File: src/pretrade_pkg.sv
package pretrade_pkg;

  // account layout
  localparam int num_clients = 32;          // one account word per client
  localparam int client_w    = 5;           // log2(num_clients)
  localparam int amount_w    = 16;          // every amount and the limit
  localparam int account_w   = 2 * amount_w; // limit half + accumulated half

  // client index into the account store
  typedef logic [client_w-1:0] client_id_t;

  // order, cancelled, accumulated or limit value
  typedef logic [amount_w-1:0] amount_t;

  // [31:16] limit, [15:0] accumulated open amount
  typedef logic [account_w-1:0] account_t;

  // one request into the account store
  // a request with both write bits clear is a read
  typedef struct packed {
    logic       en;     // request this cycle
    logic       wr_lim; // write upper half
    logic       wr_acc; // write lower half
    client_id_t addr;   // which client
    account_t   wdata;  // only the enabled halves matter
  } mem_req_t;

  // order engine FSM
  typedef enum logic [1:0] {
    ord_idle, // waiting for a strobe
    ord_rd,   // read request out, then wait for rvalid
    ord_calc, // risk arithmetic on the captured word
    ord_wr    // write back the new accumulated amount
  } order_state_e;

  // limit engine FSM, same shape as the order engine
  typedef enum logic [1:0] {
    lim_idle,
    lim_rd,
    lim_calc,
    lim_wr
  } limit_state_e;

endpackage

File: src/account_arbiter.sv
module account_arbiter (
  input  logic                   clk,
  input  logic                   rst_n,
  input  pretrade_pkg::mem_req_t order_req,
  input  pretrade_pkg::mem_req_t limit_req,
  output logic                   order_gnt,
  output logic                   limit_gnt,
  output logic                   order_rvalid,
  output logic                   limit_rvalid,
  output pretrade_pkg::mem_req_t mem_req
);

  logic prio_lim_q;  // 1: limit engine wins a tie
  logic order_is_rd; // read, not write
  logic limit_is_rd;

  assign order_is_rd = !order_req.wr_lim && !order_req.wr_acc;
  assign limit_is_rd = !limit_req.wr_lim && !limit_req.wr_acc;

  // one grant per cycle, tie broken by the rr pointer
  assign order_gnt = order_req.en && (!limit_req.en || !prio_lim_q);
  assign limit_gnt = limit_req.en && (!order_req.en || prio_lim_q);

  // granted request goes straight to the store
  always_comb begin
    mem_req = '0;
    if (order_gnt) begin
      mem_req = order_req;
    end else if (limit_gnt) begin
      mem_req = limit_req;
    end
  end

  // priority moves away from whoever was just served
  always_ff @(posedge clk or negedge rst_n) begin
    if (!rst_n) begin
      prio_lim_q <= 1'b0;
    end else if (order_gnt) begin
      prio_lim_q <= 1'b1;
    end else if (limit_gnt) begin
      prio_lim_q <= 1'b0;
    end
  end

  // remember which port issued the granted read, rdata is ready next cycle
  always_ff @(posedge clk or negedge rst_n) begin
    if (!rst_n) begin
      order_rvalid <= 1'b0;
      limit_rvalid <= 1'b0;
    end else begin
      order_rvalid <= order_gnt && order_is_rd;
      limit_rvalid <= limit_gnt && limit_is_rd;
    end
  end

  // a limit request that lost to the order engine is served next
  a_rr_to_limit: assert property (
    @(posedge clk) disable iff (!rst_n)
    (order_gnt && limit_req.en) |=> limit_gnt
  ) else $error("account_arbiter: waiting limit request not served next");

  // and the other way round
  a_rr_to_order: assert property (
    @(posedge clk) disable iff (!rst_n)
    (limit_gnt && order_req.en) |=> order_gnt
  ) else $error("account_arbiter: waiting order request not served next");

endmodule

File: src/account_store.sv
module account_store (
  input  logic                   clk,
  input  logic                   rst_n,
  input  pretrade_pkg::mem_req_t req,
  output pretrade_pkg::account_t rdata
);
  import pretrade_pkg::*;

  account_t mem_q [num_clients]; // one word per client
  logic     rd_en;

  assign rd_en = req.en && !req.wr_lim && !req.wr_acc;

  // reset gives every client a zero limit and zero exposure
  always_ff @(posedge clk or negedge rst_n) begin
    if (!rst_n) begin
      for (int i = 0; i < num_clients; i++) begin
        mem_q[i] <= '0;
      end
    end else if (req.en) begin
      if (req.wr_lim) begin
        mem_q[req.addr][account_w-1 -: amount_w] <= req.wdata[account_w-1 -: amount_w];
      end
      if (req.wr_acc) begin
        mem_q[req.addr][amount_w-1:0] <= req.wdata[amount_w-1:0]; // lower half only
      end
    end
  end

  // registered read, data valid the cycle after the grant
  always_ff @(posedge clk) begin
    if (rd_en) begin
      rdata <= mem_q[req.addr];
    end
  end

  // each engine owns one half, so no request writes both
  a_one_half_write: assert property (
    @(posedge clk) disable iff (!rst_n)
    req.en |-> !(req.wr_lim && req.wr_acc)
  ) else $error("account_store: request writes both halves of client %0d", req.addr);

endmodule

File: src/limit_update.sv
module limit_update (
  input  logic                     clk,
  input  logic                     rst_n,
  input  logic                     limit_strobe,
  input  pretrade_pkg::client_id_t client_id,
  input  pretrade_pkg::amount_t    new_limit,
  input  logic                     gnt,
  input  logic                     rvalid,
  input  pretrade_pkg::account_t   rdata,
  output pretrade_pkg::mem_req_t   req,
  output logic                     busy,
  output logic                     limit_done,
  output logic                     applied,
  output pretrade_pkg::amount_t    limit_value
);
  import pretrade_pkg::*;

  limit_state_e state_q;
  logic         rd_sent_q;
  client_id_t   client_q;
  amount_t      new_lim_q;
  account_t     acct_q;
  logic         apply_c;

  assign busy = (state_q != lim_idle);

  // new limit must sit above current exposure
  assign apply_c = new_lim_q > acct_q[amount_w-1:0];

  always_comb begin
    req      = '0;
    req.addr = client_q;
    if (state_q == lim_rd) begin
      req.en = !rd_sent_q;
    end else if (state_q == lim_wr) begin
      req.en     = 1'b1;
      req.wr_lim = 1'b1; // upper half only
      req.wdata  = {new_lim_q, {amount_w{1'b0}}};
    end
  end

  always_ff @(posedge clk or negedge rst_n) begin
    if (!rst_n) begin
      state_q     <= lim_idle;
      rd_sent_q   <= 1'b0;
      limit_done  <= 1'b0;
      applied     <= 1'b0;
      limit_value <= '0;
    end else begin
      limit_done <= 1'b0;
      case (state_q)
        lim_idle: if (limit_strobe) state_q <= lim_rd;
        lim_rd: begin
          if (gnt) rd_sent_q <= 1'b1;
          if (rvalid) begin
            rd_sent_q <= 1'b0;
            state_q   <= lim_calc;
          end
        end
        lim_calc: begin
          if (apply_c) begin
            state_q <= lim_wr;
          end else begin
            limit_done  <= 1'b1;
            applied     <= 1'b0;
            limit_value <= acct_q[account_w-1 -: amount_w]; // old limit stays
            state_q     <= lim_idle;
          end
        end
        lim_wr: begin
          if (gnt) begin
            limit_done  <= 1'b1;
            applied     <= 1'b1;
            limit_value <= new_lim_q;
            state_q     <= lim_idle;
          end
        end
        default: state_q <= lim_idle;
      endcase
    end
  end

  always_ff @(posedge clk) begin
    if (state_q == lim_idle && limit_strobe) begin
      client_q  <= client_id;
      new_lim_q <= new_limit;
    end
    if (state_q == lim_rd && rvalid) acct_q <= rdata;
  end

  // rvalid routed here only after our own read went out
  a_rvalid_own_read: assert property (
    @(posedge clk) disable iff (!rst_n)
    rvalid |-> (state_q == lim_rd && rd_sent_q)
  ) else $error("limit_update: rvalid without an outstanding read");

endmodule

File: src/order_risk_check.sv
module order_risk_check (
  input  logic                     clk,
  input  logic                     rst_n,
  input  logic                     order_strobe,
  input  pretrade_pkg::client_id_t client_id,
  input  pretrade_pkg::amount_t    amount,
  input  pretrade_pkg::amount_t    cancelled,
  input  logic                     gnt,
  input  logic                     rvalid,
  input  pretrade_pkg::account_t   rdata,
  output pretrade_pkg::mem_req_t   req,
  output logic                     busy,
  output logic                     order_done,
  output logic                     accepted,
  output pretrade_pkg::amount_t    accumulated
);
  import pretrade_pkg::*;

  order_state_e state_q;
  logic         rd_sent_q; // read granted, waiting for rvalid

  // order latched on the strobe
  client_id_t client_q;
  amount_t    amount_q;
  amount_t    cancel_q;

  account_t   acct_q;   // account word as read
  amount_t    result_q; // new accumulated, held through wr

  amount_t    lim_cur;
  amount_t    acc_cur;
  amount_t    result_c;
  logic       accept_c;

  assign busy = (state_q != ord_idle);

  assign lim_cur = acct_q[account_w-1 -: amount_w];
  assign acc_cur = acct_q[amount_w-1:0];

  // exposure after this order, wraps mod 2^16
  assign result_c = acc_cur - cancel_q + amount_q;

  // limit zero-extended, result taken as signed
  // so a net negative exposure passes any nonzero limit
  assign accept_c = $signed({1'b0, lim_cur}) > $signed({result_c[amount_w-1], result_c});

  always_comb begin
    req      = '0;
    req.addr = client_q;
    case (state_q)
      ord_rd: begin
        req.en = !rd_sent_q; // drop after the grant
      end
      ord_wr: begin
        req.en     = 1'b1;
        req.wr_acc = 1'b1;   // lower half, the limit stays untouched
        req.wdata  = {{amount_w{1'b0}}, result_q};
      end
      default: begin
      end
    endcase
  end

  always_ff @(posedge clk or negedge rst_n) begin
    if (!rst_n) begin
      state_q     <= ord_idle;
      rd_sent_q   <= 1'b0;
      order_done  <= 1'b0;
      accepted    <= 1'b0;
      accumulated <= '0;
    end else begin
      order_done <= 1'b0; // one-cycle pulse
      case (state_q)
        ord_idle: begin
          if (order_strobe) begin
            state_q <= ord_rd;
          end
        end
        ord_rd: begin
          if (gnt) begin
            rd_sent_q <= 1'b1;
          end
          if (rvalid) begin
            rd_sent_q <= 1'b0;
            state_q   <= ord_calc;
          end
        end
        ord_calc: begin
          if (accept_c) begin
            state_q <= ord_wr;
          end else begin
            order_done  <= 1'b1; // reject, nothing written
            accepted    <= 1'b0;
            accumulated <= acc_cur;
            state_q     <= ord_idle;
          end
        end
        ord_wr: begin
          if (gnt) begin
            order_done  <= 1'b1; // write lands on this edge
            accepted    <= 1'b1;
            accumulated <= result_q;
            state_q     <= ord_idle;
          end
        end
        default: state_q <= ord_idle;
      endcase
    end
  end

  // payload regs
  always_ff @(posedge clk) begin
    if (state_q == ord_idle && order_strobe) begin
      client_q <= client_id;
      amount_q <= amount;
      cancel_q <= cancelled;
    end
    if (state_q == ord_rd && rvalid) begin
      acct_q <= rdata;
    end
    if (state_q == ord_calc) begin
      result_q <= result_c;
    end
  end

  // read data only comes back for our own granted read
  a_rvalid_own_read: assert property (
    @(posedge clk) disable iff (!rst_n)
    rvalid |-> (state_q == ord_rd && rd_sent_q)
  ) else $error("order_risk_check: rvalid without an outstanding read");

endmodule

File: src/pretrade_risk_top.sv
module pretrade_risk_top (
  input  logic                     clk,
  input  logic                     rst_n,
  input  logic                     order_strobe,
  input  logic                     limit_strobe,
  input  pretrade_pkg::client_id_t order_client,
  input  pretrade_pkg::client_id_t limit_client,
  input  pretrade_pkg::amount_t    order_amount,
  input  pretrade_pkg::amount_t    cancelled,
  input  pretrade_pkg::amount_t    new_limit,
  output logic                     order_busy,
  output logic                     order_done,
  output logic                     accepted,
  output logic                     limit_busy,
  output logic                     limit_done,
  output logic                     applied,
  output pretrade_pkg::amount_t    accumulated,
  output pretrade_pkg::amount_t    limit_value
);
  import pretrade_pkg::*;

  mem_req_t order_req;  // order engine -> arbiter
  mem_req_t limit_req;  // limit engine -> arbiter
  mem_req_t mem_req;    // arbiter -> store
  account_t rdata;      // store -> both engines
  logic     order_gnt;
  logic     limit_gnt;
  logic     order_rvalid;
  logic     limit_rvalid;

  order_risk_check order_i (
    .clk          (clk),
    .rst_n        (rst_n),
    .order_strobe (order_strobe),
    .client_id    (order_client),
    .amount       (order_amount),
    .cancelled    (cancelled),
    .gnt          (order_gnt),
    .rvalid       (order_rvalid),
    .rdata        (rdata),
    .req          (order_req),
    .busy         (order_busy),
    .order_done   (order_done),
    .accepted     (accepted),
    .accumulated  (accumulated)
  );

  limit_update limit_i (
    .clk          (clk),
    .rst_n        (rst_n),
    .limit_strobe (limit_strobe),
    .client_id    (limit_client),
    .new_limit    (new_limit),
    .gnt          (limit_gnt),
    .rvalid       (limit_rvalid),
    .rdata        (rdata),
    .req          (limit_req),
    .busy         (limit_busy),
    .limit_done   (limit_done),
    .applied      (applied),
    .limit_value  (limit_value)
  );

  account_arbiter arb_i (
    .clk          (clk),
    .rst_n        (rst_n),
    .order_req    (order_req),
    .limit_req    (limit_req),
    .order_gnt    (order_gnt),
    .limit_gnt    (limit_gnt),
    .order_rvalid (order_rvalid),
    .limit_rvalid (limit_rvalid),
    .mem_req      (mem_req)
  );

  account_store store_i (
    .clk   (clk),
    .rst_n (rst_n),
    .req   (mem_req),
    .rdata (rdata)
  );

endmodule

File: config.mk
export PLATFORM = sky130hd
export DESIGN_NAME = pretrade_risk_top
export DESIGN_NICKNAME = d
export VERILOG_FILES = /design/src/pretrade_pkg.sv /design/src/account_arbiter.sv /design/src/account_store.sv /design/src/limit_update.sv /design/src/order_risk_check.sv /design/src/pretrade_risk_top.sv
export SDC_FILE = /design/constraint.sdc
export NUM_CORES = 2
export LEC_CHECK = 0
export ABC_AREA = 1
export BUFFER_PORTS_ARGS = -buffer_cell sky130_fd_sc_hd__buf_2
export CORE_ASPECT_RATIO = 0.9
export CORE_MARGIN = 4
export CORE_UTILIZATION = 55
export DETAILED_ROUTE_END_ITERATION = 7
export GPL_TIMING_DRIVEN = 1
export PLACE_DENSITY = 0.71
export SLEW_MARGIN = 10
export SYNTH_ARGS = -nofsm -noshare
export SYNTH_HDL_FRONTEND = slang
export SYNTH_SLANG_ARGS = --single-unit
File: constraint.sdc
create_clock -name clk -period 11.6 [get_ports clk]
set_clock_uncertainty 0.2 [all_clocks]
set_input_delay 2.32 -clock clk [delete_from_list [all_inputs] [get_ports clk]]
set_output_delay 2.32 -clock clk [all_outputs]
set_load 0.05 [all_outputs]
==> impl_metrics.ini <==
[synthesis]
synth_area_leaders = dfrtp_1, nand2_1, edfxtp_1
synth-main-ff-cell = dfrtp_1
yosysWarningCount = 0
synth_cell_types = 39
synth_area_mm2 = 0.0585
synth_edf_count = 170
synthMuxAreaShare = 0
ys_seq_elements = 1239
synth_top_area_cell = dfrtp_1
async_reset_ff_frac = 0.863
postSynthAreaPerCell_um2 = 7.81
synth_compound_area_frac = 0.101
synth_top_family_by_area = simple AND/OR/NAND/NOR gates
synthAdderAreaFrac = 0.0156
postSynthCellCount = 7490
yosysTopAreaCellShare = 0.458
synth_xor_area_frac = 0.00240
yosys.area_share.simple = 0.285
ys_seq_area_frac = 0.545
syn_nets = 7616

[place]
io_buffers = 99
placed_area_mm2 = 0.0594
dp_hpwl_um = 112000
routabilityCongestion = 0.907

[clock_tree]
cts-htree-levels = 4
cts_tree = yes
clk_pin_slew_ns = 0.06
postCtsHoldBufs = 0
clock-sinks = 1239
cts_max_path_buffers = 3
cts_resized = 0
clock_latency_ns = 0.75
cts_setup_buffers = 0
numCtsBuffers = 134
cts-root-buf = clkbuf_16

[critical_path]
endpoint_kind = flop
crit_top_cell = nand2_1
crit_arrival_ns = 6.14
crit_chain = inv_2, a21oi_2, nand2_1, nand3_4, nand2_8, buf_4, nand2_1, nor2_1, nand2_1, o21ai_0
worst-path-buf-inv = 2
required_ns = 12.02
critPathSlowestCell = nand2_8
cpPeakStageDelay_ns = 0.87
path_delay_family = simple AND/OR/NAND/NOR gates
crit_path_start_kind = flop
r2r_start = limit_i.state_q[1]
crit_fanout = 105
cp-startpoint = limit_i.state_q[1]
crit_type = reg2reg

[finish]
areaGrowthSynthToFinish_pct = 8.83
multi_input_area_mm2 = 0.0237
nNetsFinal = 7393
drive_above_1_share = 0.0568
fin_area_mm2 = 0.0636
fillers = 9417
regArea_mm2 = 0.0319

[die]
design.die.area_mm2 = 0.112
ios = 100
rows = 113
die_h_um = 317
die_w_um = 352
initial_core_util = 0.554
core_area_mm2 = 0.105

[detailed_routing]
postRouteAntennaNets = 0
vias = 50900
dr.pass1.iters = 6
wl_um = 185000
wl_per_cell_um = 21.1
first_iter_violations = 6860
drc_errors = 0
viasPerCell = 5.82

[sta]
worst_pin_slew_ns = 1.31
hold_viol_final = 0
drv_slew = 0
period_share = 0.494
fin_crit_ns = 5.73
max_freq_mhz = 175
rsz0062_at_grt = false
setup_violations = 0
fin_tns_setup_ns = 0
slew_headroom = 0.125

[power_and_ir_drop]
vdd_ir_drop_max_mv = 0.279
p_leak_nw = 31.9
p_total_mw = 16.3
powerDensity_mw_per_mm2 = 256

[status]
status = completed

[grt]
grt_max_degree = 182
antenna_found_initial = 4
grt_pass1_vias = 47100
overflow = 0
grt_pass1_wl_um = 284000
track_usage = 0.332

[min_path]
worstHoldPathType = reg2reg
min-delay-start = store_i.rdata[9]

[flow_run]
cap_violations = 0
[worst register-to-register path: cells and delay by family, from the launching register on]
kind	cells	cell delay (ns)
compound gates	2	0.63
buf+inv	2	0.79
simple gates	6	3.56
flops	1	0.42
[sequential cells by signal (all words and copies together), names as in the netlist, 16 cells and up]
signal and flops:
order_i.acct_q 32, order_i.amount_q 16, order_i.cancel_q 16, limit_i.limit_value 16, store_i.mem_q 1024, order_i.accumulated 16
limit_i.new_lim_q 16, order_i.result_q 16, limit_i.acct_q 32, store_i.rdata 32
[per-stage QoR]
stage / util / setup slack [ns] / hold slack (ns) / cells
5_1_grt: 0.603 / 5.53 / 0.263 / 8744
4_1_cts: 0.603 / 5.98 / 0.247 / 8744
6_report: 0.603 / 5.87 / 0.254 / 8746
3_3_place_gp: 0.563 / 6.10 / 0.230 / 8511
3_5_place_dp: 0.563 / 6.00 / 0.232 / 8511
2_1_floorplan: - / 7.04 / 0.221 / 7490
[cells in the mapped netlist (all sizes together), types with 2 or more instances]
| cell | number |
|---|---|
| buf | 98 |
| xnor2 | 5 |
| xor2 | 11 |
| a31oi | 3 |
| nand3 | 531 |
| o21bai | 2 |
| nor3 | 2 |
| nor2 | 184 |
| clkbuf | 441 |
| o21ai | 1062 |
| a21oi | 27 |
| inv | 238 |
| a22oi | 4 |
| nand2 | 3523 |
| edfxtp | 170 |
| dfrtp | 1069 |
| o22ai | 4 |
| ha | 49 |
| nand4 | 3 |
| o21a | 39 |
| a31o | 2 |
| fa | 15 |
| nand3b | 2 |
[cell type report]
type / instances / share of cell area
Tap cell: 1380 / 0.0271
Clock inverter: 32 / 0.00446
Clock buffer: 201 / 0.0618
Multi-Input combinational cell: 5473 / 0.373
Timing Repair Buffer: 180 / 0.0189
Sequential cell: 1239 / 0.501
Inverter: 239 / 0.0142
Antenna cell: 2 / 0.0000787
[layer usage]
layer,track usage,wire [um]
met4,0.129,7060
met2,0.483,79800
met1,0.478,76800
met3,0.0881,21000
met5,0,0
[placed cells by master, fill, tap and decap left out, drive strengths merged, types with 5 or more instances in the layout]
cell / count
buf: 180
inv: 240
nand3: 531
xnor2: 5
nand2: 3523
a21oi: 27
nor2: 184
ha: 49
o21ai: 1062
o21a: 39
edfxtp: 170
xor2: 11
fa: 15
clkbuf: 201
dfrtp: 1069
clkinv: 25
[kinds of logic (layout without fill, tap and decap cells)]
group | after synthesis | after routing
other | 0 | 2
xor gates and xnor gates | 16 | 16
AOI/OAI and AO/OA | 1145 | 1145
and+or+nand+nor | 4248 | 4248
buffers and inverters | 778 | 652
adders and majority gates | 64 | 64
DFF | 1239 | 1239
[report_power, final]
part	internal (mW)	total, mW	switching, mW
clock network	2.42	4.17	1.75
logic	1.37	5.98	4.60
registers	5.54	6.15	0.602
[path summary, 6_finish.rpt]
path                            cells after the start  slack, ns            endpoint
worst max-delay path                               10       5.87   store_i.mem_q[22]
worst min-delay path                                0       0.25   order_i.acct_q[9]
worst max register to register                     10       5.87   store_i.mem_q[22]
worst min register to register                      0       0.25   order_i.acct_q[9]
max in group asynchronous                           3       7.40  store_i.mem_q[689]
min in group asynchronous                           1       1.42  store_i.mem_q[395]
Note: power is estimated with default switching activity, not from simulation.
